**src/design/axis_fan_in_pkg.sv**
```systemverilog
// shared widths, beat struct and arbiter state type, imported by the fan-in design modules
package axis_fan_in_pkg;

  //////////////////////////////
  // widths
  //////////////////////////////

  // number of competing input channels
  localparam int CHAN_COUNT = 4;

  // bits needed for a channel index
  localparam int CHAN_W = 2;

  // payload word width
  localparam int DATA_W = 32;

  //////////////////////////////
  // types
  //////////////////////////////

  // one beat on the merged stream
  // user carries the source channel, last marks end of packet
  typedef struct packed {
    logic              last;
    logic [DATA_W-1:0] data;
    logic [CHAN_W-1:0] user;
  } beat_t;

  // arbiter state
  // idle picks a new channel each cycle, locked holds one until tlast
  typedef enum logic {
    ARB_IDLE   = 1'b0,
    ARB_LOCKED = 1'b1
  } arb_state_t;

endpackage

```
**src/design/axis_fan_in.sv**
```systemverilog
// packet-locking arbiter and mux, merges the input channels into one tagged beat stream
`timescale 1ns/1ps

module axis_fan_in
  import axis_fan_in_pkg::*;
(
  input  logic                             s_axis_clk,
  input  logic                             reset,

  // input channels
  input  logic [CHAN_COUNT-1:0]            s_axis_tvalid,
  output logic [CHAN_COUNT-1:0]            s_axis_tready,
  input  logic [CHAN_COUNT-1:0][DATA_W-1:0] s_axis_tdata,
  input  logic [CHAN_COUNT-1:0]            s_axis_tlast,

  // merged stream toward the buffer
  output logic                             fanin_valid,
  input  logic                             fanin_ready,
  output beat_t                            fanin_beat
);

  //////////////////////////////
  // internal signals
  //////////////////////////////

  arb_state_t        state;
  logic [CHAN_W-1:0] held_chan;

  // encoder result
  logic [CHAN_W-1:0] pick_chan;
  logic              pick_any;

  // channel currently driving the output
  logic [CHAN_W-1:0] sel_chan;
  logic              granted;
  logic              beat_fire;

  //////////////////////////////
  // channel selection
  //////////////////////////////

  prio_encoder u_prio_encoder (
    .valid (s_axis_tvalid),
    .index (pick_chan),
    .any   (pick_any)
  );

  // locked channel keeps the grant
  // otherwise follow the encoder in the same cycle
  assign sel_chan = (state == ARB_LOCKED) ? held_chan : pick_chan;

  // a grant exists while locked, or when any channel asks while idle
  assign granted = (state == ARB_LOCKED) || pick_any;

  //////////////////////////////
  // datapath
  //////////////////////////////

  assign fanin_valid     = s_axis_tvalid[sel_chan];
  assign fanin_beat.last = s_axis_tlast[sel_chan];
  assign fanin_beat.data = s_axis_tdata[sel_chan];
  assign fanin_beat.user = sel_chan;

  assign beat_fire = fanin_valid && fanin_ready;

  // ready goes back to the granted channel only
  always_comb begin
    s_axis_tready = '0;
    if (granted) begin
      s_axis_tready[sel_chan] = fanin_ready;
    end
  end

  //////////////////////////////
  // arbiter FSM
  //////////////////////////////

  // first beat without last locks the channel
  // a single-beat packet never leaves idle
  always_ff @(posedge s_axis_clk) begin
    if (reset) begin
      state     <= ARB_IDLE;
      held_chan <= '0;
    end else begin
      case (state)
        ARB_IDLE: begin
          if (beat_fire && !fanin_beat.last) begin
            state     <= ARB_LOCKED;
            held_chan <= sel_chan;
          end
        end
        ARB_LOCKED: begin
          // release once the last beat is taken
          if (beat_fire && fanin_beat.last) begin
            state <= ARB_IDLE;
          end
        end
        default: state <= ARB_IDLE;
      endcase
    end
  end

  //////////////////////////////
  // checks
  //////////////////////////////

  // never hand ready to two channels at once
  assert property (@(posedge s_axis_clk) disable iff (reset)
    $onehot0(s_axis_tready))
    else $error("axis_fan_in ready on several channels %b", s_axis_tready);

  // held channel frozen for the whole packet
  assert property (@(posedge s_axis_clk) disable iff (reset)
    (state == ARB_LOCKED) |=> (state == ARB_IDLE) || $stable(held_chan))
    else $error("axis_fan_in held channel moved mid packet");

endmodule

```
**src/design/axis_fan_in_top.sv**
```systemverilog
// fan-in subsystem top, arbiter feeding the output FIFO, instantiated by the testbench as DUT
`timescale 1ns/1ps

module axis_fan_in_top
  import axis_fan_in_pkg::*;
#(
  parameter int FIFO_DEPTH = 8
) (
  input  logic                              s_axis_clk,
  input  logic                              reset,

  // input channels
  input  logic [CHAN_COUNT-1:0]             s_axis_tvalid,
  output logic [CHAN_COUNT-1:0]             s_axis_tready,
  input  logic [CHAN_COUNT-1:0][DATA_W-1:0] s_axis_tdata,
  input  logic [CHAN_COUNT-1:0]             s_axis_tlast,

  // merged output stream
  output logic                              m_axis_tvalid,
  input  logic                              m_axis_tready,
  output beat_t                             m_axis_tbeat
);

  //////////////////////////////
  // arbiter to FIFO
  //////////////////////////////

  logic  fanin_valid;
  logic  fanin_ready;
  beat_t fanin_beat;

  axis_fan_in u_axis_fan_in (
    .s_axis_clk    (s_axis_clk),
    .reset         (reset),
    .s_axis_tvalid (s_axis_tvalid),
    .s_axis_tready (s_axis_tready),
    .s_axis_tdata  (s_axis_tdata),
    .s_axis_tlast  (s_axis_tlast),
    .fanin_valid   (fanin_valid),
    .fanin_ready   (fanin_ready),
    .fanin_beat    (fanin_beat)
  );

  // output buffer
  // takes back-pressure off the arbiter
  axis_fifo_sync #(
    .FIFO_DEPTH (FIFO_DEPTH)
  ) u_axis_fifo_sync (
    .s_axis_clk (s_axis_clk),
    .reset      (reset),
    .in_valid   (fanin_valid),
    .in_ready   (fanin_ready),
    .in_beat    (fanin_beat),
    .out_valid  (m_axis_tvalid),
    .out_ready  (m_axis_tready),
    .out_beat   (m_axis_tbeat)
  );

endmodule

```
**src/design/axis_fifo_sync.sv**
```systemverilog
// synchronous first-word-fall-through beat FIFO with a registered output stage
`timescale 1ns/1ps

module axis_fifo_sync
  import axis_fan_in_pkg::*;
#(
  parameter int FIFO_DEPTH = 8
) (
  input  logic  s_axis_clk,
  input  logic  reset,

  // write side
  input  logic  in_valid,
  output logic  in_ready,
  input  beat_t in_beat,

  // read side
  output logic  out_valid,
  input  logic  out_ready,
  output beat_t out_beat
);

  localparam int ADDR_W = $clog2(FIFO_DEPTH);

  //////////////////////////////
  // storage and pointers
  //////////////////////////////

  beat_t             mem [FIFO_DEPTH];
  logic [ADDR_W-1:0] wr_ptr;
  logic [ADDR_W-1:0] rd_ptr;

  // entries held in mem, output register not counted
  logic [ADDR_W:0]   count;

  logic              in_fire;
  logic              load_out;
  logic              bypass;
  logic              mem_wr;
  logic              mem_rd;

  //////////////////////////////
  // control
  //////////////////////////////

  assign in_ready = (count != ADDR_W'(0) + (ADDR_W + 1)'(FIFO_DEPTH));
  assign in_fire  = in_valid && in_ready;

  // output stage empty or draining this cycle
  assign load_out = !out_valid || out_ready;

  // empty memory, so a new beat goes straight to the output
  assign bypass = load_out && (count == '0) && in_fire;

  assign mem_rd = load_out && (count != '0);
  assign mem_wr = in_fire && !bypass;

  // pointers wrap on their own, depth is a power of two
  always_ff @(posedge s_axis_clk) begin
    if (reset) begin
      wr_ptr <= '0;
      rd_ptr <= '0;
      count  <= '0;
    end else begin
      if (mem_wr) begin
        wr_ptr <= wr_ptr + 1'b1;
      end
      if (mem_rd) begin
        rd_ptr <= rd_ptr + 1'b1;
      end
      count <= count + (ADDR_W + 1)'(mem_wr) - (ADDR_W + 1)'(mem_rd);
    end
  end

  //////////////////////////////
  // datapath
  //////////////////////////////

  always_ff @(posedge s_axis_clk) begin
    if (mem_wr) begin
      mem[wr_ptr] <= in_beat;
    end
  end

  // oldest stored beat first, then the bypass path
  always_ff @(posedge s_axis_clk) begin
    if (reset) begin
      out_valid <= 1'b0;
    end else if (load_out) begin
      out_valid <= mem_rd || bypass;
    end
  end

  always_ff @(posedge s_axis_clk) begin
    if (mem_rd) begin
      out_beat <= mem[rd_ptr];
    end else if (bypass) begin
      out_beat <= in_beat;
    end
  end

  //////////////////////////////
  // checks
  //////////////////////////////

  assert property (@(posedge s_axis_clk) disable iff (reset)
    mem_wr |-> (count < (ADDR_W + 1)'(FIFO_DEPTH)))
    else $error("axis_fifo_sync write while full");

  // stalled output must hold its beat
  assert property (@(posedge s_axis_clk) disable iff (reset)
    (out_valid && !out_ready) |=> out_valid && $stable(out_beat))
    else $error("axis_fifo_sync output changed under back-pressure");

endmodule

```
**src/design/prio_encoder.sv**
```systemverilog
// combinational priority encoder, returns the highest set valid bit and an any-valid flag
`timescale 1ns/1ps

module prio_encoder
  import axis_fan_in_pkg::*;
(
  input  logic [CHAN_COUNT-1:0] valid,
  output logic [CHAN_W-1:0]     index,
  output logic                  any
);

  //////////////////////////////
  // encoder
  //////////////////////////////

  // walk from the top channel down
  // first set bit found wins, so MSB channels take priority
  always_comb begin
    index = '0;
    any   = 1'b0;
    for (int i = CHAN_COUNT - 1; i >= 0; i--) begin
      if (valid[i] && !any) begin
        index = CHAN_W'(i);
        any   = 1'b1;
      end
    end
  end

  //////////////////////////////
  // checks
  //////////////////////////////

  // picked bit must be set, and nothing above it
  // shifting down by index should leave exactly 1
  always_comb begin
    if (any) begin
      assert ((valid >> index) == CHAN_COUNT'(1))
        else $error("prio_encoder picked %0d for valid %b", index, valid);
    end else begin
      assert (valid == '0)
        else $error("prio_encoder missed valid %b", valid);
    end
  end

endmodule

```
**config.mk**
```make
export PLATFORM = sky130hd
export DESIGN_NAME = axis_fan_in_top
export DESIGN_NICKNAME = d
export VERILOG_FILES = /design/src/design/axis_fan_in_pkg.sv /design/src/design/axis_fan_in.sv /design/src/design/axis_fan_in_top.sv /design/src/design/axis_fifo_sync.sv /design/src/design/prio_encoder.sv
export SDC_FILE = /design/constraint.sdc
export NUM_CORES = 1
export LEC_CHECK = 0
export BUFFER_PORTS_ARGS = -buffer_cell sky130_fd_sc_hd__buf_2
export CAP_MARGIN = 10
export CORE_AREA = 2 2 216 133
export DETAILED_ROUTE_END_ITERATION = 7
export DIE_AREA = 0 0 218 135
export GPL_ROUTABILITY_DRIVEN = 0
export MAX_ROUTING_LAYER = met4
export PLACE_DENSITY = 0.86
export SETUP_SLACK_MARGIN = 0.3
export SYNTH_ARGS = -nofsm -noshare
export SYNTH_HDL_FRONTEND = slang
export SYNTH_HIERARCHICAL = 1
export SYNTH_SLANG_ARGS = --single-unit
export TNS_END_PERCENT = 10
```
**constraint.sdc**
```tcl
create_clock -name s_axis_clk -period 6.35 [get_ports s_axis_clk]
set_input_delay 1.27 -clock s_axis_clk [delete_from_list [all_inputs] [get_ports s_axis_clk]]
set_output_delay 1.27 -clock s_axis_clk [all_outputs]
set_load 0.02 [all_outputs]
```
* Yosys cells after proc, flatten, opt, wreduce, memory -nomap -nowiden
Memories as Yosys holds them, arrays and structs flattened. A register that Yosys moved wholly into a read port is not among the register bits.
Cells that the tools add are included.
** Word-level totals
- Flip-flop bits (word level) :: 49
- Bits in writable memories :: 280
- Output and inout port bits :: 40
- Logic and storage cells :: 70
- Memories :: 1
** Cells by class
- $add $sub $neg :: 4
- Order comparisons :: 2
- Equality and inequality tests :: 1
- Multiplexer cells :: 27
- Bitwise gates (word level) :: 2
- Reductions and logical operators :: 24
** Memories
- u_axis_fifo_sync.mem :: words 8, bits a word 35, read ports 1, clocked after memory_dff 1, wr ports 1, line axis_fifo_sync.sv:29 : beat_t mem [FIFO_DEPTH];
** Operators by type and width (count)
- $mux W35 :: 2
- $bmux W32 S2 :: 1
- $mux W32 :: 1
- $logic_and A1 B1 Y1 :: 11
- $mux W1 :: 11
- $mux W2 :: 5
- $add A3 B1 Y3 const B :: 2
- $logic_not A1 Y1 :: 6
- $mux W3 :: 2
- $add A4 B1 Y4 :: 1
- $and A4 B4 Y4 :: 1
- $bmux W1 S2 :: 2
- $logic_not A4 Y1 :: 1
- $mux W4 :: 1
- $ne A4 B4 Y1 const B :: 1
- $reduce_bool A4 Y1 :: 1
- $sub A4 B1 Y4 :: 1
- $logic_or A1 B1 Y1 :: 3
- $lt A2 B3 Y1 const B :: 1
- $demux W1 S2 :: 1
- $ge A2 B1 Y1 const B :: 1
- $pmux W1 S2 :: 1
- $reduce_and A2 Y1 :: 1
- $reduce_bool A2 Y1 :: 1
- $not A1 Y1 :: 1

* Longest topological paths before layout
Gate-level depths: netlist of the first run.
- Depth after elaboration :: 19
- Gate-level depth with buffers :: 14

* By module
Netlist of the first run, hierarchy kept.
** By module, submodules not included
- axis_fifo_sync :: times used 1, cells each 750, area an instance 12736.0 um^2, seq. area each 9739.3 um^2
- axis_fan_in :: times used 1, cells each 258, area an instance 1332.5 um^2, seq. area each 60.1 um^2
- prio_encoder :: times used 1, cells each 4, area an instance 23.8 um^2, seq. area each 0.0 um^2

* Worst setup path before layout of the first run
OpenSTA, ideal clock, no wires.
- Path type :: input -> register
- From :: in s_axis_tvalid[3]
- To :: mem u_axis_fifo_sync/mem[0][0] (netlist bit) (enable)
- Setup time :: 515 ps
- Arrival time :: 5616 ps
- Required time :: 5835 ps
- Slack :: 219 ps
- Stages on the path :: 5
- Path buffers :: 0
- Cell sequence :: or2_1 o31ai_1 or4_1 o211ai_4 nor4_1
** Between the ends
- Longest elaborated chain between the ends :: 19
** Ends and longest elaborated chain
- start: declaration :: line axis_fan_in_top.sv:13 : input logic [CHAN_COUNT-1:0] s_axis_tvalid,
- $mux W1 :: line prio_encoder.sv:22 : if (valid[i] && !any) begin
- $logic_not A1 Y1 :: line prio_encoder.sv:22
- $logic_and A1 B1 Y1 :: line prio_encoder.sv:22
- $mux W1 :: line prio_encoder.sv:22
- $logic_not A1 Y1 :: line prio_encoder.sv:22
- $logic_and A1 B1 Y1 :: line prio_encoder.sv:22
- $mux W1 :: line prio_encoder.sv:22
- $logic_not A1 Y1 :: line prio_encoder.sv:22
- [... 4 more ...]
- $mux W1 (not written as such) * :: line axis_fan_in.sv:59 : assign fanin_valid = s_axis_tvalid[sel_chan];
- via fanin_valid :: line axis_fan_in_top.sv:28 : logic fanin_valid;
- $logic_and A1 B1 Y1 * :: line axis_fifo_sync.sv:47 : assign in_fire = in_valid && in_ready;
- $logic_and A1 B1 Y1 :: line axis_fifo_sync.sv:53 : assign bypass = load_out && (count == '0) && in_fire;
- $logic_not A1 Y1 :: line axis_fifo_sync.sv:56 : assign mem_wr = in_fire && !bypass;
- $logic_and A1 B1 Y1 * :: line axis_fifo_sync.sv:56
- $mux W1 * :: line axis_fifo_sync.sv:80 : if (mem_wr) begin
- $mux W1 (not written as such) * :: line axis_fifo_sync.sv:81 : mem[wr_ptr] <= in_beat;
- end: declaration :: line axis_fifo_sync.sv:29
The timed path passes the listed nets; every way through them passes the cells marked *. The select of a mux whose other input is x is not followed.

==> results of run 1 <==
-- critical path: stages --
cell	delay [ns]
buf_2	0.12
inv_1	0.05
a21o_1	0.28
mux2i_4	0.16
buf_4	0.35
clkinv_1	0.13
buf_4	0.30
nand2_1	0.14
nor2_1	0.04
buf_2	0.18
-- per-stage QoR --
step / total power, W / hold WS (ns) / cells
after floorplan: 0.00467 / 0.454 / 1012
after global placement: 0.00529 / 0.471 / 1514
after detailed placement: 0.00537 / 0.486 / 1514
after CTS: 0.00711 / 0.495 / 1564
after global routing: 0.00742 / 0.513 / 1564
final: 0.00711 / 0.493 / 1564
-- where the power goes --
part / internal, W / switching [W]
Clock: 0.000998 / 0.000748
Sequential: 0.00298 / 0.000114
Combinational: 0.000745 / 0.00153
-- state kept, by name (all words and copies together) (netlist names), named ones only --
signal                      cells
u_axis_fan_in/held_chan         2
u_axis_fifo_sync/count          4
u_axis_fifo_sync/mem          280
u_axis_fifo_sync/out_beat      35
u_axis_fifo_sync/out_valid      1
u_axis_fifo_sync/rd_ptr         3
u_axis_fifo_sync/wr_ptr         3
-- placed cells by master, fill, tap and decap left out, types with 3 or more instances in the layout --
master / n
buf_2: 178
bufinv_16: 4
nor3_2: 5
clkbuf_1: 6
nor2_4: 4
ha_1: 8
xnor2_1: 3
nand2b_1: 9
o21ai_1: 3
a31oi_1: 32
and3_1: 32
mux2i_1: 146
nand3_1: 36
clkinv_1: 5
nand2_1: 206
a22oi_1: 70
a21oi_1: 7
inv_1: 8
clkinv_2: 5
nor2_1: 11
edfxtp_1: 315
dfxtp_1: 16
clkbuf_16: 29
buf_4: 17
nor2b_1: 4
-- final cells by class --
class	instances	area, sq um	area share [%]
flip-flops and latches	332	9800	60.0
multi-input cells	608	4060	24.9
repair buffers	196	1040	6.36
clock buffers	35	748	4.58
well taps	367	459	2.81
clock inverters	15	178	1.09
inverters	11	41.3	0.253
-- layer usage --
layer | up-vias | GRT usage (%)
li1 | 4123 | -
met1 | 4526 | 29.8
met2 | 483 | 35.9
met3 | 57 | 3.96
met4 | 0 | 6.16
met5 | - | -
-- worst paths after layout --
path | from | endpoint | slack [ns] | depth (start not counted)
setup / recovery | s_axis_tvalid[2] | s_axis_tready[3] | 2.04 | 10
hold / removal | u_axis_fifo_sync/rd_ptr[1] | register | 0.49 | 2
setup reg to reg | register | u_axis_fifo_sync/mem[4][4] | 3.00 | 6
hold reg to reg | u_axis_fifo_sync/rd_ptr[1] | register | 0.49 | 2
-- cells by family (layout without fill, tap and decap cells) --
logic type	after synthesis	in the layout	synth area share, %
xor gates and xnor gates	5	5	0.311
adders and majority gates	9	9	0.852
DFF	332	332	69.5
and+or+nand+nor	325	325	10.3
buffers and inverters	72	257	2.25
AOI/OAI and AO/OA	121	121	6.15
muxes	148	148	10.6
==> metrics, run 1 <==
run status finished clean; post-route setup slack 2.04 ns; CP max FO 42; Syn Nets 1160; CTS Sinks 332; Final min period 4.31 ns; WL final 32200 um; DR WL met2 15600 um; synth top area cells edfxtp_1 (67%), mux2i_1 (10%), nand2_1 (5.5%), a22oi_1 (3.7%), dfxtp_1 (2.4%); CTS buffer count 29; Final Cell Area 16300 sq um; WL met1 13200 um; Nets 1326; Worst Hold Class reg -> reg; share of the synthesized area in the top cell type 67.1%; routed len/inst 20.6 um; largest net degree at the start of global routing 141; number of synthesized flops with an enable pin 315; Die ar. 29400 sq um; worst path arrival time 3.04 ns; Pre-antenna DRT Iters 5; clk buf depth 3; ys flop type edfxtp_1; Static Leakage 6.07 nW; Initial Util 51.6%; Area Overhead vs Synth 15.9%; Setup Buffers After CTS 0; die height 135 um; Residual DRC 0; Via density 5.88; Clk pin slew, worst setup/hold paths 0.07 ns; ANT cells 0; Max VDD drop 296 uV; CTS tree done; cell area after synthesis 14100 sq um; post-CTS resize count 0; share of post-route cells with drive strength above 1 21.7%; worst path required time 5.08 ns; Warnings, synthesis 6; most numerous cell in the Yosys netlist edfxtp_1; Slew headroom 20.8%; placed cell area 15400 sq um; Worst setup SP type primary input; synthesized area per cell 13.9 sq um; hpwl dp 18700 um; area leader, netlist edfxtp_1; core area 27300 sq um; synthesized flop and latch total 332; Die Wd 218 um; Syn Inst Count 1012; vias in the first global route 9145; Max Slew Vio Count 0; DP Worst Slack 1.94 ns; Via Count 9189; final hold viol count 0; Setup violations, final 0; H-Tree Depth 1; Synth async-reset ratio 0%; PortBufs 178; period utilization 67.9%; Clock Skew 0.0125 ns; DR WL met3 2750 um; global-route wire length before repair 49600 um; Crit Path Category in -> out; Post-Route Setup TNS 0 ns; unrepaired setup endpoints after global routing false; Max-Cap Viols 0; Finished Core Util 59.8%; Worst-Margin Slew 1.19 ns; Synth top cells by count edfxtp_1 (315), nand2_1 (206), mux2i_1 (146); row count 47; Root Driver clkbuf_16; Remaining Overflow, GRT 0; Clk Latency, worst-skew pair 0.54 ns; Pwr per Cell Area 435 nW/um^2; hold_buf cts 0; initial antenna violation count 0; crit end category output pin; GRT Overall Usage 22.4%; register area share after synthesis 69.5%; Synth cell types 47; FMAX 232 MHz; Fillers 1980; Starting DRT DRC Count 847; boundary pin count 179; Top Layer Used met4; ANT nets after route 0
(Power assumes the default switching activity.)
==> inputs of run 2 (changes only) <==
ABC_AREA = 1   (was not set)
CORE_AREA = 2 2 211 130   (was 2 2 216 133)
DIE_AREA = 0 0 213 132   (was 0 0 218 135)
PLACE_DENSITY = 0.91   (was 0.86)
clock period = 4.3 ns   (was 6.35 ns; I/O delays follow)
==> run 2 against run 1 <==
Effect of this change: cell area is 5.8% higher; register-to-register slack worse by 1.7 ns; sequential share of layout area fell by 3.3 points; critical endpoint is now s_axis_tready[0].
==> metrics, run 2 <==
period utilization 70.6%; number of synthesized flops with an enable pin 315; critical path endpoint s_axis_tready[0]; final hold viol count 0; Worst-Margin Slew 1.10 ns; Synth cell types 31; GRT Overall Usage 29.2%; ANT nets after route 0; Pwr per Cell Area 729 nW/um^2; ys flop type edfxtp_1; Residual DRC 0; CTS buffer count 29; synth top area cells edfxtp_1 (62%), nand2_1 (12%), nand3_1 (9.4%), inv_1 (5.8%), dfxtp_1 (2.2%); commonest non-fill, non-tap cell in the layout nand2_1; Max Slew Vio Count 0; Regs by FF count u_axis_fifo_sync/mem: 280 flops, u_axis_fifo_sync/out_beat: 35 flops, u_axis_fifo_sync/count: 4 flops; Pre-antenna DRT Iters 6; largest net degree at the start of global routing 104; crit end category output pin; placed cell area 16400 sq um; Syn Nets 1680; Area Overhead vs Synth 13.6%; Root Driver clkbuf_16; run status finished clean; Setup Buffers After CTS 0; Max VDD drop 454 uV; Starting DRT DRC Count 1784; share of the synthesized area in the top cell type 62.2%; post-CTS resize count 0; Crit Reg-Reg Endpoint u_axis_fifo_sync/out_beat[3]; clk buf depth 3; worst path arrival time 2.18 ns; core area 26100 sq um; Final min period 3.04 ns; H-Tree Depth 1; area leader, netlist edfxtp_1; CTS Sinks 332; Worst setup SP type primary input; Static Leakage 7.65 nW; Die Wd 213 um; Die ar. 28100 sq um; Final Cell Area 17300 sq um; Slew headroom 26.9%; commonest non-fill, non-tap cells in the layout nand2_1 (490), edfxtp_1 (315), nand3_1 (284), inv_1 (236), buf_2 (178); Clock Skew 0.0125 ns; synthesized area per cell 9.92 sq um; routed len/inst 19.3 um; global-route wire length before repair 61300 um; Post-Route Setup TNS 0 ns; CP startpoint s_axis_tvalid[2]; Setup violations, final 0; Synth async-reset ratio 0%; Crit Path Category in -> out; Biggest register u_axis_fifo_sync/mem; PortBufs 178; Max-Cap Viols 0; ANT cells 0; vias in the first global route 11562; hold_buf cts 0; boundary pin count 179; row count 46; Nets 1834; Via density 5.67; most numerous cell in the Yosys netlist nand2_1; Initial Util 58.3%; Worst Hold Class reg -> reg; max reg flops 280; Clk pin slew, worst setup/hold paths 0.07 ns; synthesized flop and latch total 332; Via Count 11717; unrepaired setup endpoints after global routing false; worst path required time 3.44 ns; R2R Setup Slk 1.32 ns; CTS tree done; CP max FO 40; hpwl dp 24500 um; Synth top cells by count nand2_1 (490), edfxtp_1 (315), nand3_1 (284); FMAX 329 MHz; Remaining Overflow, GRT 0; Warnings, synthesis 6; WL final 39800 um; reg2reg path depth 9; share of post-route cells with drive strength above 1 16.6%; Syn Inst Count 1532; initial antenna violation count 0; Clk Latency, worst-skew pair 0.55 ns; die height 132 um; cell area after synthesis 15200 sq um; register area share after synthesis 64.5%
## run 2: cell types whose count changed in the layout (fill, tap and decap cells not counted), moves of 7 or more
| cell | delta |
|---|---|
| nand2_1 | +284 |
| nand3_1 | +248 |
| inv_1 | +228 |
| mux2i_1 | -146 |
| a22oi_1 | -38 |
| a31oi_1 | -32 |
| and3_1 | -32 |
| nand2_2 | +9 |
| nand2b_1 | -9 |
| nor2_4 | +8 |
| nor2_1 | +7 |
## run 2: through the flow
stage | std cells | worst slack, ns | total power [W] | utilization (%) | hold WS (ns)
finish | 2068 | 1.26 | 0.0126 | 66.2 | 0.529
detailed placement | 2015 | 0.811 | 0.00999 | 62.8 | 0.504
CTS | 2068 | 1.28 | 0.0125 | 66.2 | 0.519
global route | 2068 | 1.15 | 0.0132 | 66.2 | 0.533
floorplan | 1532 | 0.341 | 0.00845 | - | 0.462
global placement | 2014 | 0.889 | 0.00968 | 62.7 | 0.469
## run 2: critical path, cell delays in order
cell	delay [ns]
buf_2	0.12
inv_1	0.05
nand2_1	0.04
nand2_1	0.08
nand2_2	0.09
nand2_4	0.16
buf_4	0.46
nor3_1	0.12
buf_2	0.18
## run 2: how the worst min path moves through the flow
stage	from	endpoint	depth (start not counted)
after floorplan	u_axis_fifo_sync/rd_ptr[2]	register	2
after global placement	u_axis_fifo_sync/rd_ptr[0]	register	2
after detailed placement	u_axis_fifo_sync/rd_ptr[0]	register	2
after CTS	u_axis_fifo_sync/rd_ptr[2]	register	2
after global routing	u_axis_fifo_sync/rd_ptr[0]	u_axis_fifo_sync/rd_ptr[0]	2
final	u_axis_fifo_sync/rd_ptr[2]	register	2
## run 2: per-layer routing
| layer | track usage, % | part of all wire, % |
|---|---|---|
| met5 | - | 0 |
| met4 | 11.5 | 3.9 |
| met3 | 4.57 | 11 |
| met2 | 46.8 | 48 |
| met1 | 37.5 | 37 |
## run 2: cells by family after synthesis
logic type | after synthesis | synth area share, %
compound gates | 43 | 1.94
simple gates | 826 | 23.4
flops | 332 | 64.5
xor+xnor | 3 | 0.173
buf+inv | 319 | 9.20
fa+ha+maj | 9 | 0.790
## run 2: area by class of cell
| class | instances | area (sq um) |
|---|---|---|
| Clock buffer | 30 | 729 |
| Clock inverter | 23 | 173 |
| Fill cell | 1771 | 8800 |
| Inverter | 241 | 907 |
| Multi-Input combinational cell | 881 | 4070 |
| Sequential cell | 332 | 9810 |
| Tap cell | 360 | 450 |
| Timing Repair Buffer | 201 | 1130 |
## run 2: report_power, final
group | internal [W] | total, W | leakage [nW] | switching (W)
clock network | 0.00135 | 0.00251 | 0.444 | 0.00115
registers | 0.00480 | 0.00506 | 3.04 | 0.000261
logic | 0.00130 | 0.00502 | 4.16 | 0.00372
total | 0.00746 | 0.0126 | 7.65 | 0.00514
==> inputs of run 3 (changes only) <==
CORE_AREA = 2 2 222 137   (was 2 2 211 130)
DIE_AREA = 0 0 224 139   (was 0 0 213 132)
PLACE_DENSITY = 0.87   (was 0.91)
clock period = 2.7 ns   (was 4.3 ns; I/O delays follow)
==> run 3 against run 2 <==
Effect of this change: clock skew fell by 0.0054 ns; cell area up 5.2%; via count grew 2.9%; sequential share of layout area is 2.8 points lower; critical endpoint is now s_axis_tready[3]; largest cell class unchanged; highest routed layer unchanged.
==> metrics, run 3 (same netlist as run 2, synthesis figures left out) <==
Storage cell area 9810 sq um; GRT Overall Usage 27.1%; final hold viol count 0; Residual DRC 0; PortBufs 178; Initial Util 52.0%; Multi-input gate area 4170 sq um; CTS Sinks 332; Fillers 2087; worst path arrival time 1.87 ns; global-route wire length before repair 63200 um; period utilization 89.1%; Area Overhead vs Synth 19.5%; CTS tree done; Max-Cap Viols 0; Regs by FF count u_axis_fifo_sync/mem: 280 flops, u_axis_fifo_sync/out_beat: 35 flops, u_axis_fifo_sync/count: 4 flops; share of post-route cells with drive strength above 1 20.2%; Final min period 2.41 ns; dpl cells 2091; commonest non-fill, non-tap cells in the layout nand2_1 (483), edfxtp_1 (315), nand3_1 (283), inv_1 (234), buf_2 (176); placed cell area 17000 sq um; Remaining Overflow, GRT 0; routed len/inst 19.6 um; Static Leakage 8.06 nW; Comb pwr share 43.2%; Via Count 12062; crit end category output pin; Max Slew Vio Count 0; Die Wd 224 um; CP Cell Sequence inv_1 -> ha_1 -> nand2_2 -> o21ai_2 -> nor3_1 -> buf_2; Biggest register u_axis_fifo_sync/mem; Clk Latency, worst-skew pair 0.56 ns; Root Driver clkbuf_16; Bufs and invs on worst path 2; max reg flops 280; hold_buf cts 0; slowest stage delay, CP 0.32 ns; FMAX 415 MHz; worst path required time 2.16 ns; Slew headroom 27.2%; run status finished clean; Via density 5.60; Clk pin slew, worst setup/hold paths 0.07 ns; Final Cell Area 18200 sq um; row count 49; Pre-antenna DRT Iters 6; clk buf depth 3; Starting DRT DRC Count 1571; Nets 1896; Post-Layout Cell Count 2154; Post-Route Setup TNS 0 ns; hpwl dp 25200 um; DP Worst Slack -0.179 ns; vias in the first global route 11637; Setup violations, final 0; Worst-Margin Slew 1.09 ns; core area 29200 sq um; post-route setup slack 0.293 ns; clock network fraction of design power 19.5%; Crit Path Category reg -> out; largest net degree at the start of global routing 141; Worst setup SP type register; Pint 0.0129 W; initial antenna violation count 2; Slowest cell on crit path dfxtp_1; Net Sw Frac 39.8%; die height 139 um; CTS buffer count 30; CP max FO 5; Sequential Power Share 37.3%; Psw 0.00851 W; Max VDD drop 899 uV; Worst Hold Class in -> reg; unrepaired setup endpoints after global routing true; Pwr per Cell Area 1180 nW/um^2; boundary pin count 179; H-Tree Depth 1; CP delay by family, top simple AND/OR/NAND/NOR gates; commonest non-fill, non-tap cell in the layout nand2_1; Die ar. 31100 sq um; WL final 42200 um; Clock Skew 0.00718 ns; ANT nets after route 0
==> run 3: cell types whose count changed in the layout (fill, tap and decap cells not counted), moves of 3 or more <==
cell	change
nand2_4	+4
clkbuf_1	+5
buf_4	+41
nand2_1	-7
buf_12	+18
clkinv_2	-6
nand2_2	+3
==> run 3: stage by stage <==
step                      utilization, %  hold WS [ns]  power [W]
final                               62.1         0.252     0.0214
after global routing                62.1         0.254     0.0224
after CTS                           61.8         0.235     0.0211
after detailed placement            58.1         0.494     0.0166
after global placement              58.1         0.473     0.0162
after floorplan                        -         0.462     0.0135
==> run 3: layout make-up <==
cell class / instances / area share [%]
clock inverter: 17 / 0.833
clock buffer: 37 / 4.39
multi-input combinational: 883 / 23.0
inverter: 241 / 5.02
timing repair buffer: 260 / 10.1
sequential: 332 / 54.0
antenna: 2 / 0.0275
tap: 382 / 2.63
==> run 3: worst paths after layout <==
check	slack, ns	end	cells after the start	startpoint
max	0.29	s_axis_tready[3]	6	u_axis_fifo_sync/count[2]
max reg2reg	0.33	u_axis_fifo_sync/mem[6][15]	8	register
min reg2reg	0.50	register	2	u_axis_fifo_sync/rd_ptr[0]
min	0.25	register	2	reset
==> run 3: worst reg2reg max path: cells and delay by family, from the launching register on <==
kind / cells / cell delay [ns]
simple gates: 4 / 1.19
buf+inv: 3 / 0.39
flops: 1 / 0.41
compound gates: 1 / 0.25
==> run 3: power groups by stage <==
stage               Sequential, W  Clock (W)  Combinational [W]
CTS                       0.00798    0.00421            0.00887
finish                    0.00798    0.00418            0.00924
global placement          0.00805          0            0.00818
floorplan                 0.00831          0            0.00523
detailed placement        0.00806          0            0.00858
global route              0.00806    0.00440            0.00997
==> run 3: what timing repair did <==
item,in CTS,in global routing
gates cloned,2,2
pin swaps,2,5
resized for setup,18,14
endpoints found under the hold margin,0,0
endpoints found under the setup margin,153,111
setup buffers,2,1
==> run 3: layer usage <==
layer	part of all wire, %	track usage [%]	vias up	wire (um)
met4	4.8	12.6	0	2030
met2	47	42.5	834	20000
met5	0	-	-	0
met1	37	34.8	5618	15800
li1	-	-	5455	-
met3	10	4.53	155	4370
